===== src/core_pkg.sv =====
// RV32I core shared types
`default_nettype none

package core_pkg;

    // Data and address word
    typedef logic [31:0] word_t;
    // Register index
    typedef logic [4:0] reg_idx_t;

    // Fetch address out of reset
    localparam word_t RESET_PC_DEFAULT = 32'h0000_0000;

    // Major opcodes, instr[6:0]
    typedef enum logic [6:0] {
        OPCODE_OP     = 7'b0110011,
        OPCODE_OP_IMM = 7'b0010011,
        OPCODE_LUI    = 7'b0110111,
        OPCODE_AUIPC  = 7'b0010111,
        OPCODE_JAL    = 7'b1101111,
        OPCODE_JALR   = 7'b1100111,
        OPCODE_BRANCH = 7'b1100011,
        OPCODE_SYSTEM = 7'b1110011
    } opcode_e;

    // Immediate layouts
    typedef enum logic [2:0] {
        FMT_R,
        FMT_I,
        FMT_S,
        FMT_B,
        FMT_U,
        FMT_J
    } instr_format_e;

    // ALU operations
    typedef enum logic [3:0] {
        ALU_ADD,
        ALU_SUB,
        ALU_SLL,
        ALU_SLT,
        ALU_SLTU,
        ALU_XOR,
        ALU_SRL,
        ALU_SRA,
        ALU_OR,
        ALU_AND,
        // Operand 2 straight through, for LUI
        ALU_PASS2
    } alu_op_e;

    // Branch comparisons, same order as funct3 minus the gap
    typedef enum logic [2:0] {
        CMP_EQ,
        CMP_NE,
        CMP_LT,
        CMP_GE,
        CMP_LTU,
        CMP_GEU
    } cmp_op_e;

    // Operand and write-back source selects
    typedef enum logic {OP1_RS1, OP1_PC} alu_op1_src_e;
    typedef enum logic {OP2_RS2, OP2_IMM} alu_op2_src_e;
    typedef enum logic {RD_SRC_ALU, RD_SRC_NEXT_PC} rd_src_e;

endpackage : core_pkg

`default_nettype wire


===== src/core_stage_if.sv =====
// Stage 1 to stage 2 handshake
`default_nettype none

interface core_stage_if;

    // Forward path, fetched instruction and its address
    logic            valid;
    core_pkg::word_t pc;
    core_pkg::word_t instr;

    // Return path
    logic            accept;
    logic            branch_en;
    core_pkg::word_t branch_target;
    // Stop fetching for good
    logic            halt_req;

    modport s1 (
        output valid, pc, instr,
        input  accept, branch_en, branch_target, halt_req
    );

    modport s2 (
        input  valid, pc, instr,
        output accept, branch_en, branch_target, halt_req
    );

endinterface : core_stage_if

`default_nettype wire


===== src/core_s1.sv =====
// Fetch stage
`default_nettype none

module core_s1 #(
    parameter core_pkg::word_t reset_pc = core_pkg::RESET_PC_DEFAULT
) (
    input  logic            clk,
    input  logic            rst_n,

    core_stage_if.s1        stage,

    // Wishbone classic master, instruction side
    output logic            wb_cyc,
    output logic            wb_stb,
    output logic            wb_we,
    output core_pkg::word_t wb_adr,
    input  core_pkg::word_t wb_dat_r,
    input  logic            wb_ack,

    output logic            halted
);

    typedef enum logic [1:0] {
        FETCH,
        PRESENT,
        HALTED
    } state_e;

    state_e          state;
    core_pkg::word_t pc_q;
    core_pkg::word_t instr_q;

    // Read only port
    assign wb_we  = 1'b0;
    assign wb_adr = pc_q;

    assign stage.valid = (state == PRESENT);
    assign stage.pc    = pc_q;
    assign stage.instr = instr_q;
    assign halted      = (state == HALTED);

    always_ff @(posedge clk) begin
        if (!rst_n) begin
            state  <= FETCH;
            pc_q   <= reset_pc;
            wb_cyc <= 1'b0;
            wb_stb <= 1'b0;
        end else begin
            case (state)
                FETCH: begin
                    if (!wb_cyc) begin
                        // Only right after reset
                        wb_cyc <= 1'b1;
                        wb_stb <= 1'b1;
                    end else if (wb_ack) begin
                        wb_cyc <= 1'b0;
                        wb_stb <= 1'b0;
                        state  <= PRESENT;
                    end
                end
                PRESENT: begin
                    if (stage.accept) begin
                        if (stage.halt_req) begin
                            state <= HALTED;
                        end else begin
                            // Redirect or step, then fetch again at once
                            pc_q   <= stage.branch_en ? stage.branch_target : pc_q + 32'd4;
                            wb_cyc <= 1'b1;
                            wb_stb <= 1'b1;
                            state  <= FETCH;
                        end
                    end
                end
                // Halted, nothing more happens until reset
                default: begin
                end
            endcase
        end
    end

    // Latch the word in the ack cycle
    always_ff @(posedge clk) begin
        if (state == FETCH && wb_cyc && wb_ack) begin
            instr_q <= wb_dat_r;
        end
    end

    // Strobe only inside a cycle
    assert property (@(posedge clk) disable iff (!rst_n) wb_stb |-> wb_cyc);

    // Instruction is never offered while the bus is still busy
    assert property (@(posedge clk) disable iff (!rst_n) stage.valid |-> !wb_cyc);

    // Address held until the slave acks
    assert property (@(posedge clk) disable iff (!rst_n)
        (wb_cyc && !wb_ack) |=> (wb_cyc && $stable(wb_adr)));

endmodule : core_s1

`default_nettype wire


===== src/core_s2.sv =====
// Decode and execute stage
`default_nettype none

module core_s2 (
    input  logic               clk,
    input  logic               rst_n,

    core_stage_if.s2           stage,

    // Retirement trace
    output logic               retire_valid,
    output core_pkg::word_t    retire_pc,
    output core_pkg::reg_idx_t retire_rd,
    output core_pkg::word_t    retire_wd
);

    // Decoder outputs
    core_pkg::reg_idx_t      rs1_idx;
    core_pkg::reg_idx_t      rs2_idx;
    core_pkg::reg_idx_t      rd_idx;
    logic                    rd_we;
    core_pkg::instr_format_e instr_format;
    core_pkg::alu_op_e       alu_operation;
    core_pkg::alu_op1_src_e  alu_op1_src;
    core_pkg::alu_op2_src_e  alu_op2_src;
    core_pkg::rd_src_e       rd_src;
    core_pkg::cmp_op_e       cmp_operation;
    logic                    cond_branch_en;
    logic                    uncond_branch_en;
    logic                    illegal_instr;

    // Datapath
    core_pkg::word_t imm;
    core_pkg::word_t rs1_rd;
    core_pkg::word_t rs2_rd;
    core_pkg::word_t rd_wd;
    logic            rf_we;
    core_pkg::word_t alu_operand_1;
    core_pkg::word_t alu_operand_2;
    core_pkg::word_t alu_result;
    core_pkg::word_t next_seq_pc;
    logic            cmp_result;

    core_s2_control core_s2_control_inst (
        .instr(stage.instr),
        .*
    );

    core_s2_gen_imm core_s2_gen_imm_inst (
        .instr(stage.instr),
        .*
    );

    core_s2_reg_file core_s2_reg_file_inst (
        .rd_we(rf_we),
        .*
    );

    core_s2_alu core_s2_alu_inst (.*);

    assign next_seq_pc = stage.pc + 32'd4;

    // Operand and write-back muxes
    assign alu_operand_1 = (alu_op1_src == core_pkg::OP1_PC) ? stage.pc : rs1_rd;
    assign alu_operand_2 = (alu_op2_src == core_pkg::OP2_IMM) ? imm : rs2_rd;
    assign rd_wd = (rd_src == core_pkg::RD_SRC_NEXT_PC) ? next_seq_pc : alu_result;
    // Commit only the word stage 1 is offering
    assign rf_we = stage.valid && rd_we;

    // Branch comparator
    always_comb begin
        case (cmp_operation)
            core_pkg::CMP_EQ:  cmp_result = (rs1_rd == rs2_rd);
            core_pkg::CMP_NE:  cmp_result = (rs1_rd != rs2_rd);
            core_pkg::CMP_LT:  cmp_result = ($signed(rs1_rd) < $signed(rs2_rd));
            core_pkg::CMP_GE:  cmp_result = ($signed(rs1_rd) >= $signed(rs2_rd));
            core_pkg::CMP_LTU: cmp_result = (rs1_rd < rs2_rd);
            default:           cmp_result = (rs1_rd >= rs2_rd);
        endcase
    end

    // Never stalls
    assign stage.accept = stage.valid;
    assign stage.halt_req = stage.valid && illegal_instr;
    assign stage.branch_en = stage.valid && (uncond_branch_en || (cond_branch_en && cmp_result));
    // JALR needs bit 0 cleared, harmless for the others
    assign stage.branch_target = {alu_result[31:1], 1'b0};

    // Halting word does not retire
    always_ff @(posedge clk) begin
        if (!rst_n) begin
            retire_valid <= 1'b0;
        end else begin
            retire_valid <= stage.valid && !illegal_instr;
        end
    end

    // Trace payload, rd and wd zero when nothing is written
    always_ff @(posedge clk) begin
        if (stage.valid) begin
            retire_pc <= stage.pc;
            retire_rd <= rd_we ? rd_idx : '0;
            retire_wd <= rd_we ? rd_wd : '0;
        end
    end

    // Decoder drops branch enables on illegal words
    assert property (@(posedge clk) disable iff (!rst_n)
        !(stage.halt_req && stage.branch_en));

endmodule : core_s2

`default_nettype wire


===== src/core_s2_alu.sv =====
// RV32I integer ALU
`default_nettype none

module core_s2_alu (
    input  core_pkg::word_t   alu_operand_1,
    input  core_pkg::word_t   alu_operand_2,
    input  core_pkg::alu_op_e alu_operation,
    output core_pkg::word_t   alu_result
);

    logic [4:0] shamt;

    // Only low five bits shift
    assign shamt = alu_operand_2[4:0];

    always_comb begin
        case (alu_operation)
            core_pkg::ALU_ADD:  alu_result = alu_operand_1 + alu_operand_2;
            core_pkg::ALU_SUB:  alu_result = alu_operand_1 - alu_operand_2;
            core_pkg::ALU_SLL:  alu_result = alu_operand_1 << shamt;
            core_pkg::ALU_SLT:
                alu_result = {31'd0, $signed(alu_operand_1) < $signed(alu_operand_2)};
            core_pkg::ALU_SLTU: alu_result = {31'd0, alu_operand_1 < alu_operand_2};
            core_pkg::ALU_XOR:  alu_result = alu_operand_1 ^ alu_operand_2;
            core_pkg::ALU_SRL:  alu_result = alu_operand_1 >> shamt;
            // Arithmetic shift keeps the sign
            core_pkg::ALU_SRA:  alu_result = $unsigned($signed(alu_operand_1) >>> shamt);
            core_pkg::ALU_OR:   alu_result = alu_operand_1 | alu_operand_2;
            core_pkg::ALU_AND:  alu_result = alu_operand_1 & alu_operand_2;
            default:            alu_result = alu_operand_2;
        endcase
    end

endmodule : core_s2_alu

`default_nettype wire


===== src/core_s2_control.sv =====
// RV32I instruction decoder
`default_nettype none

module core_s2_control (
    input  core_pkg::word_t         instr,

    output core_pkg::reg_idx_t      rs1_idx,
    output core_pkg::reg_idx_t      rs2_idx,
    output core_pkg::reg_idx_t      rd_idx,
    output logic                    rd_we,
    output core_pkg::instr_format_e instr_format,
    output core_pkg::alu_op_e       alu_operation,
    output core_pkg::alu_op1_src_e  alu_op1_src,
    output core_pkg::alu_op2_src_e  alu_op2_src,
    output core_pkg::rd_src_e       rd_src,
    output core_pkg::cmp_op_e       cmp_operation,
    output logic                    cond_branch_en,
    output logic                    uncond_branch_en,
    output logic                    illegal_instr
);

    core_pkg::opcode_e opcode;
    logic [2:0]        funct3;
    logic [6:0]        funct7;

    assign opcode  = core_pkg::opcode_e'(instr[6:0]);
    assign funct3  = instr[14:12];
    assign funct7  = instr[31:25];
    assign rs1_idx = instr[19:15];
    assign rs2_idx = instr[24:20];
    assign rd_idx  = instr[11:7];

    // Shared by OP and OP_IMM, alt picks SUB or SRA
    function automatic core_pkg::alu_op_e alu_from_funct3(input logic [2:0] f3, input logic alt);
        case (f3)
            3'b000:  return alt ? core_pkg::ALU_SUB : core_pkg::ALU_ADD;
            3'b001:  return core_pkg::ALU_SLL;
            3'b010:  return core_pkg::ALU_SLT;
            3'b011:  return core_pkg::ALU_SLTU;
            3'b100:  return core_pkg::ALU_XOR;
            3'b101:  return alt ? core_pkg::ALU_SRA : core_pkg::ALU_SRL;
            3'b110:  return core_pkg::ALU_OR;
            default: return core_pkg::ALU_AND;
        endcase
    endfunction

    always_comb begin
        rd_we            = 1'b0;
        instr_format     = core_pkg::FMT_R;
        alu_operation    = core_pkg::ALU_ADD;
        alu_op1_src      = core_pkg::OP1_RS1;
        alu_op2_src      = core_pkg::OP2_RS2;
        rd_src           = core_pkg::RD_SRC_ALU;
        cmp_operation    = core_pkg::CMP_EQ;
        cond_branch_en   = 1'b0;
        uncond_branch_en = 1'b0;
        illegal_instr    = 1'b0;

        case (opcode)
            core_pkg::OPCODE_OP: begin
                rd_we         = 1'b1;
                alu_operation = alu_from_funct3(funct3, funct7[5]);
                // Alternate funct7 only for SUB and SRA
                if (funct7 != 7'b0000000 &&
                    !(funct7 == 7'b0100000 && (funct3 == 3'b000 || funct3 == 3'b101))) begin
                    illegal_instr = 1'b1;
                end
            end
            core_pkg::OPCODE_OP_IMM: begin
                rd_we         = 1'b1;
                instr_format  = core_pkg::FMT_I;
                alu_op2_src   = core_pkg::OP2_IMM;
                alu_operation = alu_from_funct3(funct3, (funct3 == 3'b101) && funct7[5]);
                // Shift amount encodings constrain the upper bits
                if (funct3 == 3'b001 && funct7 != 7'b0000000) begin
                    illegal_instr = 1'b1;
                end
                if (funct3 == 3'b101 && funct7 != 7'b0000000 && funct7 != 7'b0100000) begin
                    illegal_instr = 1'b1;
                end
            end
            core_pkg::OPCODE_LUI: begin
                rd_we         = 1'b1;
                instr_format  = core_pkg::FMT_U;
                alu_op2_src   = core_pkg::OP2_IMM;
                alu_operation = core_pkg::ALU_PASS2;
            end
            core_pkg::OPCODE_AUIPC: begin
                rd_we        = 1'b1;
                instr_format = core_pkg::FMT_U;
                alu_op1_src  = core_pkg::OP1_PC;
                alu_op2_src  = core_pkg::OP2_IMM;
            end
            core_pkg::OPCODE_JAL: begin
                rd_we            = 1'b1;
                instr_format     = core_pkg::FMT_J;
                alu_op1_src      = core_pkg::OP1_PC;
                alu_op2_src      = core_pkg::OP2_IMM;
                rd_src           = core_pkg::RD_SRC_NEXT_PC;
                uncond_branch_en = 1'b1;
            end
            core_pkg::OPCODE_JALR: begin
                rd_we            = 1'b1;
                instr_format     = core_pkg::FMT_I;
                alu_op2_src      = core_pkg::OP2_IMM;
                rd_src           = core_pkg::RD_SRC_NEXT_PC;
                uncond_branch_en = 1'b1;
                illegal_instr    = (funct3 != 3'b000);
            end
            core_pkg::OPCODE_BRANCH: begin
                instr_format   = core_pkg::FMT_B;
                alu_op1_src    = core_pkg::OP1_PC;
                alu_op2_src    = core_pkg::OP2_IMM;
                cond_branch_en = 1'b1;
                case (funct3)
                    3'b000:  cmp_operation = core_pkg::CMP_EQ;
                    3'b001:  cmp_operation = core_pkg::CMP_NE;
                    3'b100:  cmp_operation = core_pkg::CMP_LT;
                    3'b101:  cmp_operation = core_pkg::CMP_GE;
                    3'b110:  cmp_operation = core_pkg::CMP_LTU;
                    3'b111:  cmp_operation = core_pkg::CMP_GEU;
                    default: illegal_instr = 1'b1;
                endcase
            end
            // EBREAK is the halt request, ECALL and CSR ops unsupported
            core_pkg::OPCODE_SYSTEM: illegal_instr = 1'b1;
            default:                 illegal_instr = 1'b1;
        endcase

        // Illegal word has no side effects
        if (illegal_instr) begin
            rd_we            = 1'b0;
            cond_branch_en   = 1'b0;
            uncond_branch_en = 1'b0;
        end
    end

endmodule : core_s2_control

`default_nettype wire


===== src/core_s2_gen_imm.sv =====
// Immediate generator
`default_nettype none

module core_s2_gen_imm (
    input  core_pkg::word_t         instr,
    input  core_pkg::instr_format_e instr_format,
    output core_pkg::word_t         imm
);

    logic sign;

    // Sign bit always sits in instr[31]
    assign sign = instr[31];

    always_comb begin
        case (instr_format)
            core_pkg::FMT_I: imm = {{20{sign}}, instr[31:20]};
            core_pkg::FMT_S: imm = {{20{sign}}, instr[31:25], instr[11:7]};
            // Branch and jump offsets are even
            core_pkg::FMT_B: imm = {{19{sign}}, sign, instr[7], instr[30:25], instr[11:8], 1'b0};
            core_pkg::FMT_U: imm = {instr[31:12], 12'h000};
            core_pkg::FMT_J: imm = {{11{sign}}, sign, instr[19:12], instr[20], instr[30:21], 1'b0};
            // R format has none
            default:         imm = '0;
        endcase
    end

endmodule : core_s2_gen_imm

`default_nettype wire


===== src/core_s2_reg_file.sv =====
// Integer register file
`default_nettype none

module core_s2_reg_file (
    input  logic               clk,
    input  logic               rst_n,

    input  core_pkg::reg_idx_t rs1_idx,
    input  core_pkg::reg_idx_t rs2_idx,
    output core_pkg::word_t    rs1_rd,
    output core_pkg::word_t    rs2_rd,

    input  core_pkg::reg_idx_t rd_idx,
    input  core_pkg::word_t    rd_wd,
    input  logic               rd_we
);

    // x1 to x31 only, x0 has no storage
    logic [31:1][31:0] regs;

    // Asynchronous reads
    assign rs1_rd = (rs1_idx == '0) ? '0 : regs[rs1_idx];
    assign rs2_rd = (rs2_idx == '0) ? '0 : regs[rs2_idx];

    always_ff @(posedge clk) begin
        if (!rst_n) begin
            regs <= '0;
        end else if (rd_we && rd_idx != '0) begin
            regs[rd_idx] <= rd_wd;
        end
    end

    // Write aimed at x0 leaves every register untouched
    assert property (@(posedge clk) disable iff (!rst_n)
        (rd_we && rd_idx == '0) |=> $stable(regs));

endmodule : core_s2_reg_file

`default_nettype wire


===== src/core_top.sv =====
// Two stage RV32I core
`default_nettype none

module core_top #(
    parameter core_pkg::word_t reset_pc = core_pkg::RESET_PC_DEFAULT
) (
    input  logic               clk,
    input  logic               rst_n,

    // Instruction memory, Wishbone classic
    output logic               wb_cyc,
    output logic               wb_stb,
    output logic               wb_we,
    output core_pkg::word_t    wb_adr,
    input  core_pkg::word_t    wb_dat_r,
    input  logic               wb_ack,

    // Retirement trace
    output logic               retire_valid,
    output core_pkg::word_t    retire_pc,
    output core_pkg::reg_idx_t retire_rd,
    output core_pkg::word_t    retire_wd,

    output logic               halted
);

    // Handshake between fetch and execute
    core_stage_if stage_bus ();

    core_s1 #(
        .reset_pc(reset_pc)
    ) core_s1_inst (
        .clk     (clk),
        .rst_n   (rst_n),
        .stage   (stage_bus.s1),
        .wb_cyc  (wb_cyc),
        .wb_stb  (wb_stb),
        .wb_we   (wb_we),
        .wb_adr  (wb_adr),
        .wb_dat_r(wb_dat_r),
        .wb_ack  (wb_ack),
        .halted  (halted)
    );

    core_s2 core_s2_inst (
        .clk         (clk),
        .rst_n       (rst_n),
        .stage       (stage_bus.s2),
        .retire_valid(retire_valid),
        .retire_pc   (retire_pc),
        .retire_rd   (retire_rd),
        .retire_wd   (retire_wd)
    );

endmodule : core_top

`default_nettype wire


===== config.mk =====
export PLATFORM = sky130hd
export DESIGN_NAME = core_top
export DESIGN_NICKNAME = d
export VERILOG_FILES = /design/src/core_pkg.sv /design/src/core_stage_if.sv /design/src/core_s1.sv /design/src/core_s2.sv /design/src/core_s2_alu.sv /design/src/core_s2_control.sv /design/src/core_s2_gen_imm.sv /design/src/core_s2_reg_file.sv /design/src/core_top.sv
export SDC_FILE = /design/constraint.sdc
export NUM_CORES = 2
export LEC_CHECK = 0
export BUFFER_PORTS_ARGS = -buffer_cell sky130_fd_sc_hd__buf_2
export CAP_MARGIN = 10
export CELL_PAD_IN_SITES_DETAIL_PLACEMENT = 1
export CELL_PAD_IN_SITES_GLOBAL_PLACEMENT = 1
export CORE_MARGIN = 8
export CORE_UTILIZATION = 50
export DETAILED_ROUTE_END_ITERATION = 7
export PLACE_DENSITY_LB_ADDON = 0.08
export SYNTH_ARGS = -nofsm -noshare
export SYNTH_HDL_FRONTEND = slang
export SYNTH_SLANG_ARGS = --single-unit
export TNS_END_PERCENT = 30

===== constraint.sdc =====
create_clock -name clk -period 9.9 [get_ports clk]
set_input_delay 1.98 -clock clk [delete_from_list [all_inputs] [get_ports clk]]
set_output_delay 1.98 -clock clk [all_outputs]
set_load 0.01 [all_outputs]

==> impl_results.md <==
* Result of the run: finished, final reports clean
* Synthesis-stage register bit count at 1,128
* Crit path launch: core_s1_inst.stage.instr[16]$_DFFE_PP_
* Final net count at 7,251
* Via total after detailed routing at 66,611
* Number of pins exceeding their max-slew limit in the final report at 0
* Total power draw at 0.0117 W
* Number of buffer cells added on primary ports at 137
* Number of enable-type register cells in the synthesized netlist at 100
* Vias in the first global route at 65,239
* TritonCTS buffer count at 120
* Wire length of the first global-routing pass at 470,000 um
* Critical path depth at 22
* Width of the die at 382 um
* Max transition margin at 8.43%
* Initial core utilization at 50.3%
* Tot GR Track Use at 42.9%
* Highest-delay cell along the critical path: edfxtp_1
* Category of the worst setup path launch point: register
* TritonCTS sink count at 1,128
* Die Ht at 382 um
* Placed Instance Area at 0.0689 sq mm
* Worst IR drop on VDD at 166 uV
* Critical path peak fanout at 62
* First-iteration detailed-routing DRC count at 8,588
* Fmax at 110 MHz
* Summed negative setup slack over all endpoints at 0 ns
* DRC violation count after routing at 0
* Unrepaired setup endpoints after global routing: no
* Maximum cell stage delay along the critical path at 0.95 ns
* Overflow after GRT at 0
* Number of antenna violations at the first check in global routing at 20
* Cells along the critical path: buf_12 -> buf_4 -> mux2i_1 -> a22oi_1 -> a21oi_1 -> nor4_1 -> buf_4 -> mux2_2 -> inv_1 -> fa_1 -> o21bai_1 -> a2111oi_0 -> buf_4 -> or4b_2 -> a21oi_1 -> and3_1 -> o32ai_1 -> o221ai_1 -> nand2_1 -> o211ai_1 -> o211ai_1 -> a21oi_1
* WL final at 329,000 um
* Worst Path Required at 10.38 ns
* R2R cell count at 22
* Worst R2R Setup Slack at 0.78 ns
* Period Utilization, post-route at 92.1%
* Final standard cell count with taps included and fillers excluded at 8,964
* Post-synthesis to final-layout area growth at 9.16%
* Register area share after synthesis at 35.2%
* Fillcell total at 15,037
* Largest clock skew in the final design at 0.0884 ns
* Top-count cell post-synth: dfxtp_1
* Worst hold-check path type: reg2reg
* Clk Latency, worst-skew pair at 0.82 ns
* CP Capture Type: register
* Library cells used by synthesis at 113
* Start-to-end type of the worst setup path: reg2reg
* Number of instances in the synthesized netlist at 7,298
* Max Buffers Root-to-Sink at 3
* Final hold violation count at 0
* Worst slew pin tran at 1.37 ns
* Proportion of synthesized flip-flops having asynchronous set or reset at 0%
* Hold buffer count at cts at 0
* Core Area at 0.133 sq mm
* Setup Viol. Count Final at 0
* Reg2Reg Launch Point: core_s1_inst.stage.instr[16]$_DFFE_PP_
* Post-CTS sizing at 0
* WP buf/inv at 5
* Cell count of the worst hold path at 2
* Cell at the root of the clock tree: clkbuf_16
* Share of post-route cells with drive strength above 1 at 17.1%
* Synth warn at 0
* Leak at 26.5 nW
* Post-CTS setup buffer count at 0
* DIE AREA at 0.146 sq mm
* H-tree depth reported by CTS at 3
* Reg clk slew, reported paths at 0.06 ns
* Mapped Area at 0.0669 sq mm
* I/O pins at 141
* Avg Vias per Cell at 7.43
* TritonCTS clock tree: yes
* Total of max-cap violations at 0
* Cell Pwr Density at 160 mW/mm^2
* Design area at 0.0731 sq mm
* Post-layout min period at 9.12 ns
* Total number of placement rows at 134
* DRT Pass-1 Iters at 6
* Worst setup path end: core_s2_inst.retire_wd[26]$_SDFFCE_PN0P_
* Total placed cells including tap cells at 8,726
* Most frequently used flop master after synthesis: dfxtp_1
* Data arrival time at the worst-slack endpoint at 9.60 ns
* Gpl congestion at 1.08
* Sum of net half-perimeters after detailed placement at 225,000 um
* Synth area leader: dfxtp_1
* Pin count of the biggest net entering global routing at 115
* Most instantiated cells after synthesis: dfxtp_1 (1,028), o21ai_0 (1,018), a21oi_1 (619)
* Terminus of the critical flop-to-flop path: core_s2_inst.retire_wd[26]$_SDFFCE_PN0P_
* Area contributors post-synth: dfxtp_1 (31%), mux4_2 (12%), o21ai_0 (7.6%)
* Yosys top cell area share at 30.8%
* Post-synthesis area per instance at 9.17 sq um
* Cell family with most CP delay: compound AO/OA/AOI/OAI gates
* Routed length per instance at 36.7 um
* Antenna-violating nets left at 0
-- stage by stage --
step           setup WS (ns)  util [%]  hold slack, ns
2_1_floorplan           2.33         -           0.448
3_3_place_gp            1.18      51.7           0.462
3_5_place_dp            1.37      51.7           0.472
4_1_cts                 1.30      54.8           0.486
5_1_grt                0.815      54.8           0.511
6_report               0.783      54.9           0.482
-- cell usage in the layout, fill, tap and decap left out, types with 109 or more instances in the layout --
cell type	instances
nor2_1	330
mux2i_1	428
buf_4	267
dfxtp_1	1028
a31oi_1	191
mux4_2	351
buf_2	137
a21oi_1	612
clkbuf_16	122
o31ai_1	109
o21ai_0	1017
ha_1	132
a22oi_1	160
mux2_2	109
nand3_1	516
nand2_1	295
-- layout make-up --
| type | instances | area [sq um] | share of cell area [%] |
|---|---|---|---|
| Multi-Input combinational cell | 5292 | 39700 | 54.3 |
| Sequential cell | 1128 | 23600 | 32.3 |
| Clock buffer | 186 | 3600 | 4.93 |
| Timing Repair Buffer | 417 | 2960 | 4.05 |
| Tap cell | 1768 | 2210 | 3.03 |
| Clock inverter | 35 | 483 | 0.661 |
| Inverter | 123 | 472 | 0.646 |
| Antenna cell | 15 | 37.5 | 0.0514 |
-- worst min path at each step --
stage / from / endpoint
3_3_place_gp: core_s2_inst.core_s2_reg_file_inst.regs[180]$_SDFFE_PN0P_ / core_s2_inst.core_s2_reg_file_inst.regs[180]$_SDFFE_PN0P_
6_report: core_s2_inst.core_s2_reg_file_inst.regs[404]$_SDFFE_PN0P_ / core_s2_inst.core_s2_reg_file_inst.regs[404]$_SDFFE_PN0P_
4_1_cts: core_s2_inst.core_s2_reg_file_inst.regs[571]$_SDFFE_PN0P_ / core_s2_inst.core_s2_reg_file_inst.regs[571]$_SDFFE_PN0P_
3_5_place_dp: core_s2_inst.core_s2_reg_file_inst.regs[244]$_SDFFE_PN0P_ / core_s2_inst.core_s2_reg_file_inst.regs[244]$_SDFFE_PN0P_
2_1_floorplan: core_s2_inst.core_s2_reg_file_inst.regs[146]$_SDFFE_PN0P_ / core_s2_inst.core_s2_reg_file_inst.regs[146]$_SDFFE_PN0P_
5_1_grt: core_s2_inst.core_s2_reg_file_inst.regs[339]$_SDFFE_PN0P_ / core_s2_inst.core_s2_reg_file_inst.regs[339]$_SDFFE_PN0P_
-- cell families after synthesis --
group,share of synthesized area [%]
AOI/OAI and AO/OA,24.4
xor gates and xnor gates,0.510
adders and majority gates,2.53
buffers and inverters,6.25
DFF,35.2
muxes,20.1
other,0.00560
and+or+nand+nor,10.9
-- where the power goes --
group          internal [W]  total (W)  switching [W]
sequential          0.00463    0.00468      0.0000503
clock               0.00266    0.00473        0.00206
combinational      0.000619    0.00229        0.00168
total               0.00791     0.0117        0.00379
-- routing by layer --
layer	part of all wire [%]	GRT usage [%]	vias to the layer above
met5	0.014	0	-
met2	43	63.6	4304
met3	11	11.1	1158
met1	38	55.1	33681
met4	8.0	28.6	6
li1	-	-	27462
-- worst reg2reg max path: stages, from the launching register on --
cell,delay (ns)
edfxtp_1,0.95
buf_12,0.47
buf_4,0.72
mux2i_1,0.37
a22oi_1,0.23
a21oi_1,0.10
nor4_1,0.37
buf_4,0.25
mux2_2,0.34
inv_1,0.17
fa_1,0.45
o21bai_1,0.20
a2111oi_0,0.13
buf_4,0.17
or4b_2,0.69
a21oi_1,0.53
and3_1,0.27
o32ai_1,0.11
o221ai_1,0.22
nand2_1,0.21
o211ai_1,0.45
o211ai_1,0.58
a21oi_1,0.81
-- registers in the layout (all words and copies together), names as in the netlist --
name / count
core_s2_inst.retire_pc: 31
core_s1_inst.wb_cyc: 1
core_s2_inst.retire_rd: 5
core_s1_inst.stage.pc: 31
core_s1_inst.state: 2
core_s1_inst.wb_stb: 1
core_s2_inst.retire_valid: 1
core_s2_inst.retire_wd: 32
core_s2_inst.core_s2_reg_file_inst.regs: 992
core_s1_inst.stage.instr: 32
Note: power is estimated with default switching activity, not from simulation.
